`src/source/msx_bus_pkg.sv`:
```
// MSX bus glue shared definitions
// Bus widths, I/O port numbers, SDRAM region bases, mapper reset
// segments and the primary slot encoding
package msx_bus_pkg;

	// ------------------------------------------------------------------------
	// Bus widths
	// ------------------------------------------------------------------------
	localparam int addr_w       = 16;	// Z80 address bus
	localparam int data_w       = 8;	// Z80 data bus
	localparam int sdram_addr_w = 23;	// 8MB byte address space

	// ------------------------------------------------------------------------
	// Register locations
	// ------------------------------------------------------------------------
	localparam logic [7:0] io_ppi_port      = 8'hA8;	// A8h..ABh decoded as one
	localparam logic [7:0] mapper_port_base = 8'hFC;	// FCh..FFh, a[1:0] is the page

	// Secondary slot register, only inside an expanded slot
	localparam logic [addr_w-1:0] exp_slot_addr = 16'hFFFF;

	// Segments after reset, page 0 in the lowest byte
	localparam logic [3:0][data_w-1:0] mapper_reset_seg = {8'd0, 8'd1, 8'd2, 8'd3};

	// ------------------------------------------------------------------------
	// SDRAM regions, upper address bits [22:13]
	// ------------------------------------------------------------------------
	// MAIN-ROM 32KB at 020000h, a[14:13] appended
	localparam logic [7:0] region_main_base = 8'b0000_0100;
	// MSX logo and extended BASIC 32KB at 038000h, a[14:13] appended
	localparam logic [7:0] region_logo_base = 8'b0000_0111;
	// SUB-ROM 16KB at 040000h, a[13] appended
	localparam logic [8:0] region_sub_base  = 9'b0_0001_0000;
	// Mapper RAM in the upper 4MB, segment and a[13] appended
	localparam logic       region_ram_flag  = 1'b1;

	// ------------------------------------------------------------------------
	// Primary slot numbers
	// ------------------------------------------------------------------------
	typedef enum logic [1:0] {
		slot_0 = 2'd0,		// Expanded, BIOS side
		slot_1 = 2'd1,		// Cartridge
		slot_2 = 2'd2,		// Cartridge
		slot_3 = 2'd3		// Expanded, RAM side
	} slot_e;

endpackage

```
`src/source/cpu_bus_if.sv`:
```
// Z80 style CPU bus as seen by the glue logic
// Strobes, address and write data, all driven from the top level
interface cpu_bus_if;

	logic                              mreq_n;	// Memory request
	logic                              iorq_n;	// I/O request
	logic                              rd_n;	// Read strobe
	logic                              wr_n;	// Write strobe
	logic [msx_bus_pkg::addr_w-1:0]    a;		// Address, I/O port in a[7:0]
	logic [msx_bus_pkg::data_w-1:0]    wdata;	// CPU write data

	// Bus owner side
	modport master (
		output mreq_n, iorq_n, rd_n, wr_n, a, wdata
	);

	// Register and decode blocks
	modport slave (
		input  mreq_n, iorq_n, rd_n, wr_n, a, wdata
	);

endinterface

```
`src/source/slot_if.sv`:
```
// Decoded slot of the current access
// Also carries the slot register readback toward the read mux
interface slot_if;

	msx_bus_pkg::slot_e                prim;	// Primary slot of addressed page
	logic [1:0]                        sub;		// Secondary slot, 0 if not expanded
	logic [msx_bus_pkg::data_w-1:0]    q;		// Slot register readback
	logic                              q_en;	// Readback valid

	// Slot decoder side
	modport driver (
		output prim, sub, q, q_en
	);

	// Memory map side
	modport receiver (
		input  prim, sub, q, q_en
	);

endinterface

```
`src/source/mapper_regs.sv`:
```
// Memory mapper segment registers
// Four registers at ports FCh to FFh, one per 16KB page. Outputs the
// segment of the page that the CPU addresses and reads back a register
module mapper_regs (
	input  logic                           clk42m,
	input  logic                           ff_reset_n,
	cpu_bus_if.slave                       bus,
	output logic [msx_bus_pkg::data_w-1:0] segment,
	output logic [msx_bus_pkg::data_w-1:0] q,
	output logic                           q_en
);
	logic [3:0][msx_bus_pkg::data_w-1:0] ff_segment;	// Indexed by page
	logic                                w_port_sel;
	logic                                w_io_wr;
	logic                                w_io_rd;

	// ------------------------------------------------------------------------
	// Port decode
	// ------------------------------------------------------------------------
	assign w_port_sel = (bus.a[7:2] == msx_bus_pkg::mapper_port_base[7:2]);
	assign w_io_wr    = !bus.iorq_n && !bus.wr_n && w_port_sel;
	assign w_io_rd    = !bus.iorq_n && !bus.rd_n && w_port_sel;

	// ------------------------------------------------------------------------
	// Segment registers
	// ------------------------------------------------------------------------
	always_ff @(posedge clk42m) begin
		if (!ff_reset_n) begin
			ff_segment <= msx_bus_pkg::mapper_reset_seg;	// 3,2,1,0 like the BIOS
		end
		else if (w_io_wr) begin
			ff_segment[bus.a[1:0]] <= bus.wdata;
		end
	end

	// Segment of the addressed page, for the SDRAM address
	assign segment = ff_segment[bus.a[15:14]];

	// Readback during I/O read of FCh..FFh
	assign q    = w_io_rd ? ff_segment[bus.a[1:0]] : 8'hFF;
	assign q_en = w_io_rd;

endmodule

```
`src/source/memory_map.sv`:
```
// SDRAM memory map
// Turns slot, page and mapper segment into an SDRAM byte address and
// strobes, and registers the CPU read data from SDRAM or the slot and
// mapper readback
module memory_map (
	input  logic                                 clk42m,
	input  logic                                 ff_reset_n,
	cpu_bus_if.slave                             bus,
	slot_if.receiver                             slot,
	input  logic [msx_bus_pkg::data_w-1:0]       segment,
	input  logic [msx_bus_pkg::data_w-1:0]       map_q,
	input  logic                                 map_q_en,
	input  logic [msx_bus_pkg::data_w-1:0]       sdram_q,
	input  logic                                 sdram_q_en,
	output logic [msx_bus_pkg::sdram_addr_w-1:0] sdram_address,
	output logic                                 sdram_rd_n,
	output logic                                 sdram_wr_n,
	output logic [msx_bus_pkg::data_w-1:0]       rdata
);
	logic [1:0]                              w_page;
	logic                                    w_ram;		// Slot 3-0
	logic                                    w_main;	// Slot 0-0, pages 0-1
	logic                                    w_logo;	// Slot 0-3, pages 1-2
	logic                                    w_subrom;	// Slot 3-1, page 0
	logic                                    w_exp_reg;
	logic                                    w_mem_cycle;
	logic                                    w_hit;
	logic [msx_bus_pkg::sdram_addr_w-1:13]   w_upper;
	logic [msx_bus_pkg::data_w-1:0]          ff_rdata;

	// ------------------------------------------------------------------------
	// Region decode
	// ------------------------------------------------------------------------
	assign w_page   = bus.a[15:14];
	assign w_ram    = (slot.prim == msx_bus_pkg::slot_3) && (slot.sub == 2'd0);
	assign w_main   = (slot.prim == msx_bus_pkg::slot_0) && (slot.sub == 2'd0) && !bus.a[15];
	assign w_logo   = (slot.prim == msx_bus_pkg::slot_0) && (slot.sub == 2'd3) &&
	                  ((w_page == 2'd1) || (w_page == 2'd2));
	assign w_subrom = (slot.prim == msx_bus_pkg::slot_3) && (slot.sub == 2'd1) &&
	                  (w_page == 2'd0);

	// Secondary slot register sits over the SDRAM at FFFFh
	assign w_exp_reg = (bus.a == msx_bus_pkg::exp_slot_addr) &&
	                   ((slot.prim == msx_bus_pkg::slot_0) ||
	                    (slot.prim == msx_bus_pkg::slot_3));

	assign w_mem_cycle = !bus.mreq_n && bus.iorq_n && !w_exp_reg;
	assign w_hit       = w_ram || w_main || w_logo || w_subrom;

	// ------------------------------------------------------------------------
	// SDRAM address
	// ------------------------------------------------------------------------
	always_comb begin
		if (w_ram) begin
			w_upper = {msx_bus_pkg::region_ram_flag, segment, bus.a[13]};	// 8KB half of segment
		end
		else if (w_logo) begin
			w_upper = {msx_bus_pkg::region_logo_base, bus.a[14:13]};
		end
		else if (w_subrom) begin
			w_upper = {msx_bus_pkg::region_sub_base, bus.a[13]};
		end
		else if (w_main) begin
			w_upper = {msx_bus_pkg::region_main_base, bus.a[14:13]};
		end
		else begin
			w_upper = '0;		// Dropped regions, strobes stay idle
		end
	end

	assign sdram_address = {w_upper, bus.a[12:0]};

	// Plain strobes, no handshake
	assign sdram_rd_n = (w_mem_cycle && w_hit) ? bus.rd_n : 1'b1;
	assign sdram_wr_n = (w_mem_cycle && w_ram) ? bus.wr_n : 1'b1;	// Only RAM is writable

	// ------------------------------------------------------------------------
	// CPU read data
	// ------------------------------------------------------------------------
	always_ff @(posedge clk42m) begin
		if (!ff_reset_n) begin
			ff_rdata <= 8'hFF;
		end
		else if (sdram_q_en) begin
			ff_rdata <= sdram_q;		// SDRAM wins, it arrives late
		end
		else if (slot.q_en) begin
			ff_rdata <= slot.q;
		end
		else if (map_q_en) begin
			ff_rdata <= map_q;
		end
		else if (bus.rd_n) begin
			ff_rdata <= 8'hFF;		// Idle bus reads as pull-up
		end
	end

	assign rdata = ff_rdata;

endmodule

```
`src/source/msx_bus_top.sv`:
```
// MSX bus glue top level
// Binds the CPU and SDRAM side ports to the slot decoder, the mapper
// registers and the memory map
module msx_bus_top (
	input  logic                                 clk42m,
	input  logic                                 ff_reset_n,
	input  logic                                 mreq_n,
	input  logic                                 iorq_n,
	input  logic                                 rd_n,
	input  logic                                 wr_n,
	input  logic [msx_bus_pkg::addr_w-1:0]       a,
	input  logic [msx_bus_pkg::data_w-1:0]       wdata,
	input  logic [msx_bus_pkg::data_w-1:0]       sdram_q,
	input  logic                                 sdram_q_en,
	output logic [msx_bus_pkg::sdram_addr_w-1:0] sdram_address,
	output logic                                 sdram_rd_n,
	output logic                                 sdram_wr_n,
	output logic [msx_bus_pkg::data_w-1:0]       rdata
);
	logic [msx_bus_pkg::data_w-1:0] w_segment;
	logic [msx_bus_pkg::data_w-1:0] w_map_q;
	logic                           w_map_q_en;

	cpu_bus_if u_bus ();
	slot_if    u_slot ();

	// CPU bus into the interface
	assign u_bus.mreq_n = mreq_n;
	assign u_bus.iorq_n = iorq_n;
	assign u_bus.rd_n   = rd_n;
	assign u_bus.wr_n   = wr_n;
	assign u_bus.a      = a;
	assign u_bus.wdata  = wdata;

	// ------------------------------------------------------------------------
	// Slot and mapper registers side by side
	// ------------------------------------------------------------------------
	slot_select u_slot_select (
		.clk42m     (clk42m),
		.ff_reset_n (ff_reset_n),
		.bus        (u_bus),
		.slot       (u_slot)
	);

	mapper_regs u_mapper_regs (
		.clk42m     (clk42m),
		.ff_reset_n (ff_reset_n),
		.bus        (u_bus),
		.segment    (w_segment),
		.q          (w_map_q),
		.q_en       (w_map_q_en)
	);

	// Combines both into SDRAM access and read data
	memory_map u_memory_map (
		.clk42m        (clk42m),
		.ff_reset_n    (ff_reset_n),
		.bus           (u_bus),
		.slot          (u_slot),
		.segment       (w_segment),
		.map_q         (w_map_q),
		.map_q_en      (w_map_q_en),
		.sdram_q       (sdram_q),
		.sdram_q_en    (sdram_q_en),
		.sdram_address (sdram_address),
		.sdram_rd_n    (sdram_rd_n),
		.sdram_wr_n    (sdram_wr_n),
		.rdata         (rdata)
	);

endmodule

```
`src/source/slot_select.sv`:
```
// Slot selection
// Primary slot register at port A8h and the secondary slot registers of
// expanded slots 0 and 3 at FFFFh. Decodes the slot of the addressed page
// and supplies the register readback, secondary registers read inverted
module slot_select (
	input  logic     clk42m,
	input  logic     ff_reset_n,
	cpu_bus_if.slave bus,
	slot_if.driver   slot
);
	logic [7:0]    ff_prim_slot;		// Two bits per page
	logic [7:0]    ff_sub_slot [2];	// [0] slot 0, [1] slot 3
	logic [1:0]    w_page;
	logic          w_ppi_sel;
	logic          w_expanded;
	logic          w_exp_idx;
	logic          w_exp_reg;
	logic [7:0]    w_sub_reg;

	// ------------------------------------------------------------------------
	// Decode
	// ------------------------------------------------------------------------
	assign w_page    = bus.a[15:14];
	assign w_ppi_sel = (bus.a[7:2] == msx_bus_pkg::io_ppi_port[7:2]);

	assign slot.prim = msx_bus_pkg::slot_e'(ff_prim_slot[{w_page, 1'b0} +: 2]);

	// Only slots 0 and 3 carry a secondary register
	assign w_expanded = (slot.prim == msx_bus_pkg::slot_0) ||
	                    (slot.prim == msx_bus_pkg::slot_3);
	assign w_exp_idx  = slot.prim[1];		// Picks slot 0 or slot 3 register
	assign w_sub_reg  = ff_sub_slot[w_exp_idx];

	assign slot.sub  = w_expanded ? w_sub_reg[{w_page, 1'b0} +: 2] : 2'b00;

	// FFFFh only counts inside an expanded slot
	assign w_exp_reg = w_expanded && (bus.a == msx_bus_pkg::exp_slot_addr);

	// ------------------------------------------------------------------------
	// Primary slot register
	// ------------------------------------------------------------------------
	always_ff @(posedge clk42m) begin
		if (!ff_reset_n) begin
			ff_prim_slot <= 8'h00;
		end
		else if (!bus.iorq_n && !bus.wr_n && w_ppi_sel) begin
			ff_prim_slot <= bus.wdata;		// Same value again is harmless
		end
	end

	// ------------------------------------------------------------------------
	// Secondary slot registers
	// ------------------------------------------------------------------------
	always_ff @(posedge clk42m) begin
		if (!ff_reset_n) begin
			ff_sub_slot[0] <= 8'h00;
			ff_sub_slot[1] <= 8'h00;
		end
		else if (!bus.mreq_n && !bus.wr_n && w_exp_reg) begin
			// Page 3 decides which expanded slot gets the write
			ff_sub_slot[w_exp_idx] <= bus.wdata;
		end
	end

	// ------------------------------------------------------------------------
	// Readback
	// ------------------------------------------------------------------------
	always_comb begin
		if (!bus.iorq_n && !bus.rd_n && w_ppi_sel) begin
			slot.q    = ff_prim_slot;
			slot.q_en = 1'b1;
		end
		else if (!bus.mreq_n && !bus.rd_n && w_exp_reg) begin
			slot.q    = ~w_sub_reg;		// Inverted, as on real hardware
			slot.q_en = 1'b1;
		end
		else begin
			slot.q    = 8'hFF;
			slot.q_en = 1'b0;
		end
	end

endmodule

```
`config.mk`:
```
export PLATFORM = sky130hd
export DESIGN_NAME = msx_bus_top
export DESIGN_NICKNAME = d
export VERILOG_FILES = /design/src/source/msx_bus_pkg.sv /design/src/source/cpu_bus_if.sv /design/src/source/slot_if.sv /design/src/source/mapper_regs.sv /design/src/source/memory_map.sv /design/src/source/msx_bus_top.sv /design/src/source/slot_select.sv
export SDC_FILE = /design/constraint.sdc
export NUM_CORES = 1
export LEC_CHECK = 0
export BUFFER_PORTS_ARGS = -buffer_cell sky130_fd_sc_hd__buf_2
export CAP_MARGIN = 0
export CORE_ASPECT_RATIO = 0.7
export CORE_UTILIZATION = 50
export DETAILED_ROUTE_END_ITERATION = 10
export PLACE_DENSITY = 0.76
export SLEW_MARGIN = 10
export SYNTH_ARGS = -nofsm -noshare
export SYNTH_HDL_FRONTEND = slang
export SYNTH_SLANG_ARGS = --single-unit
```
`constraint.sdc`:
```
create_clock -name clk42m -period 4.7 [get_ports clk42m]
set_input_delay 1.41 -clock clk42m [delete_from_list [all_inputs] [get_ports clk42m]]
set_output_delay 1.41 -clock clk42m [all_outputs]
set_load 0.01 [all_outputs]
```
Yosys cells after proc, flatten, opt, wreduce, memory -nomap -nowiden
Memory sizes are Yosys's and may differ from the RTL's. Cells that the tools add are included.

Bits in registers: 48. Memory bits (writable): 16. Word-level logic and storage cells: 89. Memories kept: 1.

Order comparisons: 3. Equality and inequality tests: 8. Shift-type cells: 2. Muxes and demuxes: 29. Bitwise logic cells: 1. Reduce and logical (&&, ||, !) cells: 39.

Memories: u_slot_select.ff_sub_slot (words 2, width 8, rd ports 1, clocked after Yosys merged registers in 0, write ports 2, line slot_select.sv:12) `logic [7:0] ff_sub_slot [2];`.

Operator list (number): 2-to-1 mux 8 bit (10); binary-select mux 8 bit (select 2 bit) (2); bitwise mux 32 bit (1); 2-to-1 mux 10 bit (3); logical AND 1 bit (23); demux 8 bit (select 2 bit) (1); equality test 16 bit (second input constant) (1); variable part select 8 x 4 -> 2 bit (2); equality test 6 bit (second input constant) (2); 2-to-1 mux 1 bit (10); inverter 8 bit (1); OR reduction 8 bit (1); equality test 2 bit (second input constant) (3); zero test 1 bit (6); zero test 2 bit (3); < comparator 2 x 3 -> 1 bit (second input constant) (2); logical OR 1 bit (5); 2-to-1 mux 5 bit (1); equality test 2 x 1 -> 1 bit (second input constant) (2); nonzero test 4 bit (1); greater-or-equal comparator 2 x 1 -> 1 bit (second input constant) (1); 2-to-1 mux 2 bit (1).

Depth between registers and ports, before layout
Word-level depth: 12. Depth in mapped cells: 10. Depth with buffers taken out: 8.

Hierarchy
From an unflattened synthesis, not the netlist that was laid out.

Cell total of the unflattened synthesis: 381. Area total of the unflattened synthesis: 3912.5 um2.

Modules (own cells, without submodules): mapper_regs (times used 1, cells each 155, area an instance 1699.1 um2, seq. area each 640.6 um2); slot_select (times used 1, cells each 116, area an instance 1386.3 um2, seq. area each 640.6 um2); memory_map (times used 1, cells each 110, area an instance 827.0 um2, seq. area each 160.2 um2).

Worst setup path after synthesis
OpenSTA, ideal clock, no wires.

Path type: input port to output port. From: input port a[14] (netlist bit). To: output port sdram_address[14] (netlist bit). Arrival: 3.350 ns. Required time: 3.290 ns. Setup slack: -0.060 ns. Stages: 8. Path buffers: 1. Cell sequence: buf_1 -> mux4_2 -> inv_1 -> ha_1 -> a21oi_2 -> or2b_4 -> inv_4 -> a221o_1.

Elaborated cells on any way between the ends: 27.

RTL lines: start, declared (line msx_bus_top.sv:11) `input logic [msx_bus_pkg::addr_w-1:0] a,`; variable part select 8 x 4 -> 2 bit (line slot_select.sv:26) `assign slot.prim = msx_bus_pkg::slot_e'(ff_prim_slot[{w_page, 1'b0} +: 2]);`; memory (2 x 8 bit) (tied with other cells); variable part select 8 x 4 -> 2 bit or logical OR 1 bit (tied branches) (line slot_select.sv:34, slot_select.sv:29); 2-to-1 mux 2 bit (line slot_select.sv:34) `assign slot.sub = w_expanded ? w_sub_reg[{w_page, 1'b0} +: 2] : 2'b00;`; zero test 2 bit (line memory_map.sv:35) `assign w_ram = (slot.prim == msx_bus_pkg::slot_3) && (slot.sub == 2'd0);`; logical AND 1 bit (*) (line memory_map.sv:35); net u_memory_map.w_ram (line memory_map.sv:21) `logic w_ram;`; 2-to-1 mux 10 bit (*) (line memory_map.sv:54) `if (w_ram) begin`; end, declared (line msx_bus_top.sv:15) `output logic [msx_bus_pkg::sdram_addr_w-1:0] sdram_address,`.

The timed path passes the listed nets; every way through them passes the cells marked *. The select of a mux whose other input is x is not followed.

Final worst setup path
From: input port a[15] (netlist bit). To: output port sdram_wr_n.

Word-level cells in the longest chain between the ends: 8. Elaborated cells on any way between the ends: 15.

RTL lines: variable part select 8 x 4 -> 2 bit (line slot_select.sv:26); memory (2 x 8 bit) (tied with other cells); variable part select 8 x 4 -> 2 bit or logical OR 1 bit (tied branches) (line slot_select.sv:34, memory_map.sv:44, slot_select.sv:29); 2-to-1 mux 2 bit or logical AND 1 bit (tied branches) (line slot_select.sv:34, memory_map.sv:43); zero test 2 bit or zero test 1 bit (tied branches) (line memory_map.sv:35, memory_map.sv:47); logical AND 1 bit (on tied branches) (line memory_map.sv:35, memory_map.sv:47); logical AND 1 bit (*) (line memory_map.sv:75) `assign sdram_wr_n = (w_mem_cycle && w_ram) ? bus.wr_n : 1'b1;`; 2-to-1 mux 1 bit (*) (line memory_map.sv:75); end, declared (line msx_bus_top.sv:17) `output logic sdram_wr_n,`.

Every way passes the cells marked *; elsewhere a longest branch is shown, timed or not.

==> results.cfg <==
[setup_path]
cp.depth = 9
cp_data_arrival_time_ps = 3220
cp_common_cell = buf_2
crit_family = simple AND/OR/NAND/NOR gates
crit-reg2reg-launch = u_slot_select.ff_prim_slot[3]$_SDFFE_PN0P_
cp_max_fo = 5
ff2ff_path_depth = 8
slowest_stage = or3_1
start_kind = input pin
path_cells = buf_2 -> mux2i_1 -> mux2_4 -> buf_4 -> inv_1 -> ha_4 -> or2b_4 -> or3_1 -> buf_2
cp-end-kind = primary output
critical_path_class = in2out
path_buf_inv = 4
cp-endpoint = sdram_wr_n
cpPeakStageDelay_ps = 340
worstPathRequired_ps = 3290
worstReg2RegEnd = u_slot_select.ff_sub_slot[0][6]$_SDFFCE_PN0P_
crit_start = a[15]
r2r_slack_ps = 1960

[cells_and_area]
diodes = 0
drive_gt1_share_pct = 33.8
layout_common_cells = 70 x buf_2, 50 x mux2i_1, 48 x dfxtp_1, 45 x nor2b_1, 24 x nand2_1
syn_to_final_growth_pct = 17.2
final_nets = 461
fillers = 634
mostFrequentLayoutCell = buf_2
final_area_sq_um = 4410

[routing]
drt_iter0_drc = 215
vias_per_cell = 5.72
drt_first_pass_iters = 5
wirelength_um = 10000
ant_nets = 0
vias = 2978
wl_per_cell_um = 19.2
drcViolationCount = 0

[global_route]
grt.overflow.total = 0
antenna_found_initial = 0
grt_pass1_wl_um = 15400
grt_max_degree = 38
grt_pass1_vias = 2798
grt_usage_pct = 26.7

[power]
p_leak_nw = 1.82
power.density_nw_per_um2 = 261
ir_drop_uv = 156

[die]
die_y_um = 74.6
die_x_um = 106
num_rows = 26
die_area_sq_um = 7890
coreArea_sq_um = 7290
io_pins = 72
start_util_pct = 51.7

[synthesis]
synth_top_area_share_pct = 25.5
async_flop_share_pct = 0
syn-num-nets = 392
yosysWarnings = 0
avgSynthCellArea_sq_um = 10.8
synthFlopType = dfxtp_1
synth_area_leaders = dfxtp_1 26%, mux2i_1 13%, edfxtp_1 13%
yosysUniqueCellTypes = 46
syn_inst = 349
synth_top_area_cell = dfxtp_1
synth_edf_count = 16
syn_area_sq_um = 3770
ys_seq_area_share_pct = 38.3
ys_seq_elements = 64

[cts]
clk-insertion-delay-late_ps = 350
path_clk_slew_ps = 70
cts_max_level = 3
tritoncts = done
clockBufferDepth = 2
cts_root_buf = clkbuf_8
cts.sinks = 64
cts_buffers = 9
postCtsHoldBufs = 0

[sta]
slew_headroom_pct = 41.0
worst_pin_slew_ps = 881
fin_crit_sh_pct = 98.5
holdWs_ps = 480
finalHoldViolations = 0
fmax_mhz = 216
fin_crit_ps = 4630
drv_slew = 0
fin_skew_ps = 9.26
finalSetupViolations = 0

[run_status]
status = finished, final reports clean

[flow_run]
cap_violations = 0

[place]
io_buffers = 71
gp_congestion = 0.904
placedInstanceArea_sq_um = 4170
hpwlAfterDp_um = 7300

[worst_hold_path]
worst_hold_path_type = reg2reg
[routing by layer]
metal / part of all wire (%) / global-route usage (%) / vias to the layer above
met2: 44 / 40.3 / 139
met5: 0 / 0 / -
met3: 7.9 / 4.85 / 18
li1: - / - / 1399
met1: 46 / 38.2 / 1422
met4: 1.9 / 11.1 / 0
[worst min path at each step]
stage | start | end | slack, ps | depth (start not counted)
final | u_memory_map.rdata[2]$_SDFFE_PN1P_ | u_memory_map.rdata[2]$_SDFFE_PN1P_ | 480 | 2
after global placement | u_memory_map.rdata[4]$_SDFFE_PN1P_ | u_memory_map.rdata[4]$_SDFFE_PN1P_ | 450 | 2
after global routing | u_memory_map.rdata[7]$_SDFFE_PN1P_ | u_memory_map.rdata[7]$_SDFFE_PN1P_ | 510 | 2
after detailed placement | u_memory_map.rdata[7]$_SDFFE_PN1P_ | u_memory_map.rdata[7]$_SDFFE_PN1P_ | 460 | 2
after floorplan | u_mapper_regs.ff_segment[9]$_SDFFE_PN1P_ | u_mapper_regs.ff_segment[9]$_SDFFE_PN1P_ | 450 | 2
after CTS | u_memory_map.rdata[7]$_SDFFE_PN1P_ | u_memory_map.rdata[7]$_SDFFE_PN1P_ | 480 | 2
[sequential cells by signal, summed over array words and instances (netlist names)]
name and cells:
u_memory_map.rdata 8, u_mapper_regs.ff_segment 32, u_slot_select.ff_prim_slot 8, u_slot_select.ff_sub_slot 16
[timing repair]
item	CTS	global route
gates cloned	0	0
pin swaps	0	2
buffers inserted	1	2
setup endpoints to repair	1	7
resized for setup	0	11
[kinds of logic after synthesis]
family | synth area share, %
and+or+nand+nor | 20.3
buffers and inverters | 5.38
AOI/OAI and AO/OA | 7.44
muxes | 27.3
adders and majority gates | 1.33
DFF | 38.3
[metrics by stage]
stage,power (mW),setup WS [ps],cells,TNS [ps],utilization [%]
after floorplan,0.670,118,349,0,-
after global placement,0.723,47.7,502,0,57.3
after detailed placement,0.726,-8.52,502,-8.52,57.3
after CTS,1.15,6.73,519,0,59.8
after global routing,1.19,-17.1,521,-19.5,60.6
final,1.15,69.7,521,0,60.6
[power by group]
group / switching (mW) / total [mW] / internal [mW]
clock: 0.228 / 0.431 / 0.204
sequential: 0.00603 / 0.580 / 0.574
combinational: 0.0777 / 0.140 / 0.0619
total: 0.311 / 1.15 / 0.840
[layout make-up]
cell class | count | area (sq um) | area share, %
Multi-Input combinational cell | 249 | 2170 | 49.1
Sequential cell | 64 | 1440 | 32.7
Timing Repair Buffer | 88 | 485 | 11.0
Clock buffer | 11 | 141 | 3.20
Tap cell | 98 | 123 | 2.78
Clock inverter | 5 | 32.5 | 0.737
Inverter | 6 | 25.0 | 0.567
[worst reg2reg max path: stages, from the launching register on]
cell and delay, ps:
dfxtp_1 470, mux2i_1 130, mux2_4 310, ha_4 250, nor3b_1 190, buf_4 150, and3b_1 230, and4b_1 240
nand2b_1 410
[cell usage after synthesis, drive strengths merged, types with 6 or more instances]
master	number
buf	21
mux2	9
mux2i	50
and2	16
inv	6
nor2	8
o21ai	8
mux4	19
nor3	10
o311ai	7
clkbuf	9
nand2	24
edfxtp	16
o21a	8
dfxtp	48
nor2b	45
(Power assumes the default switching activity.)
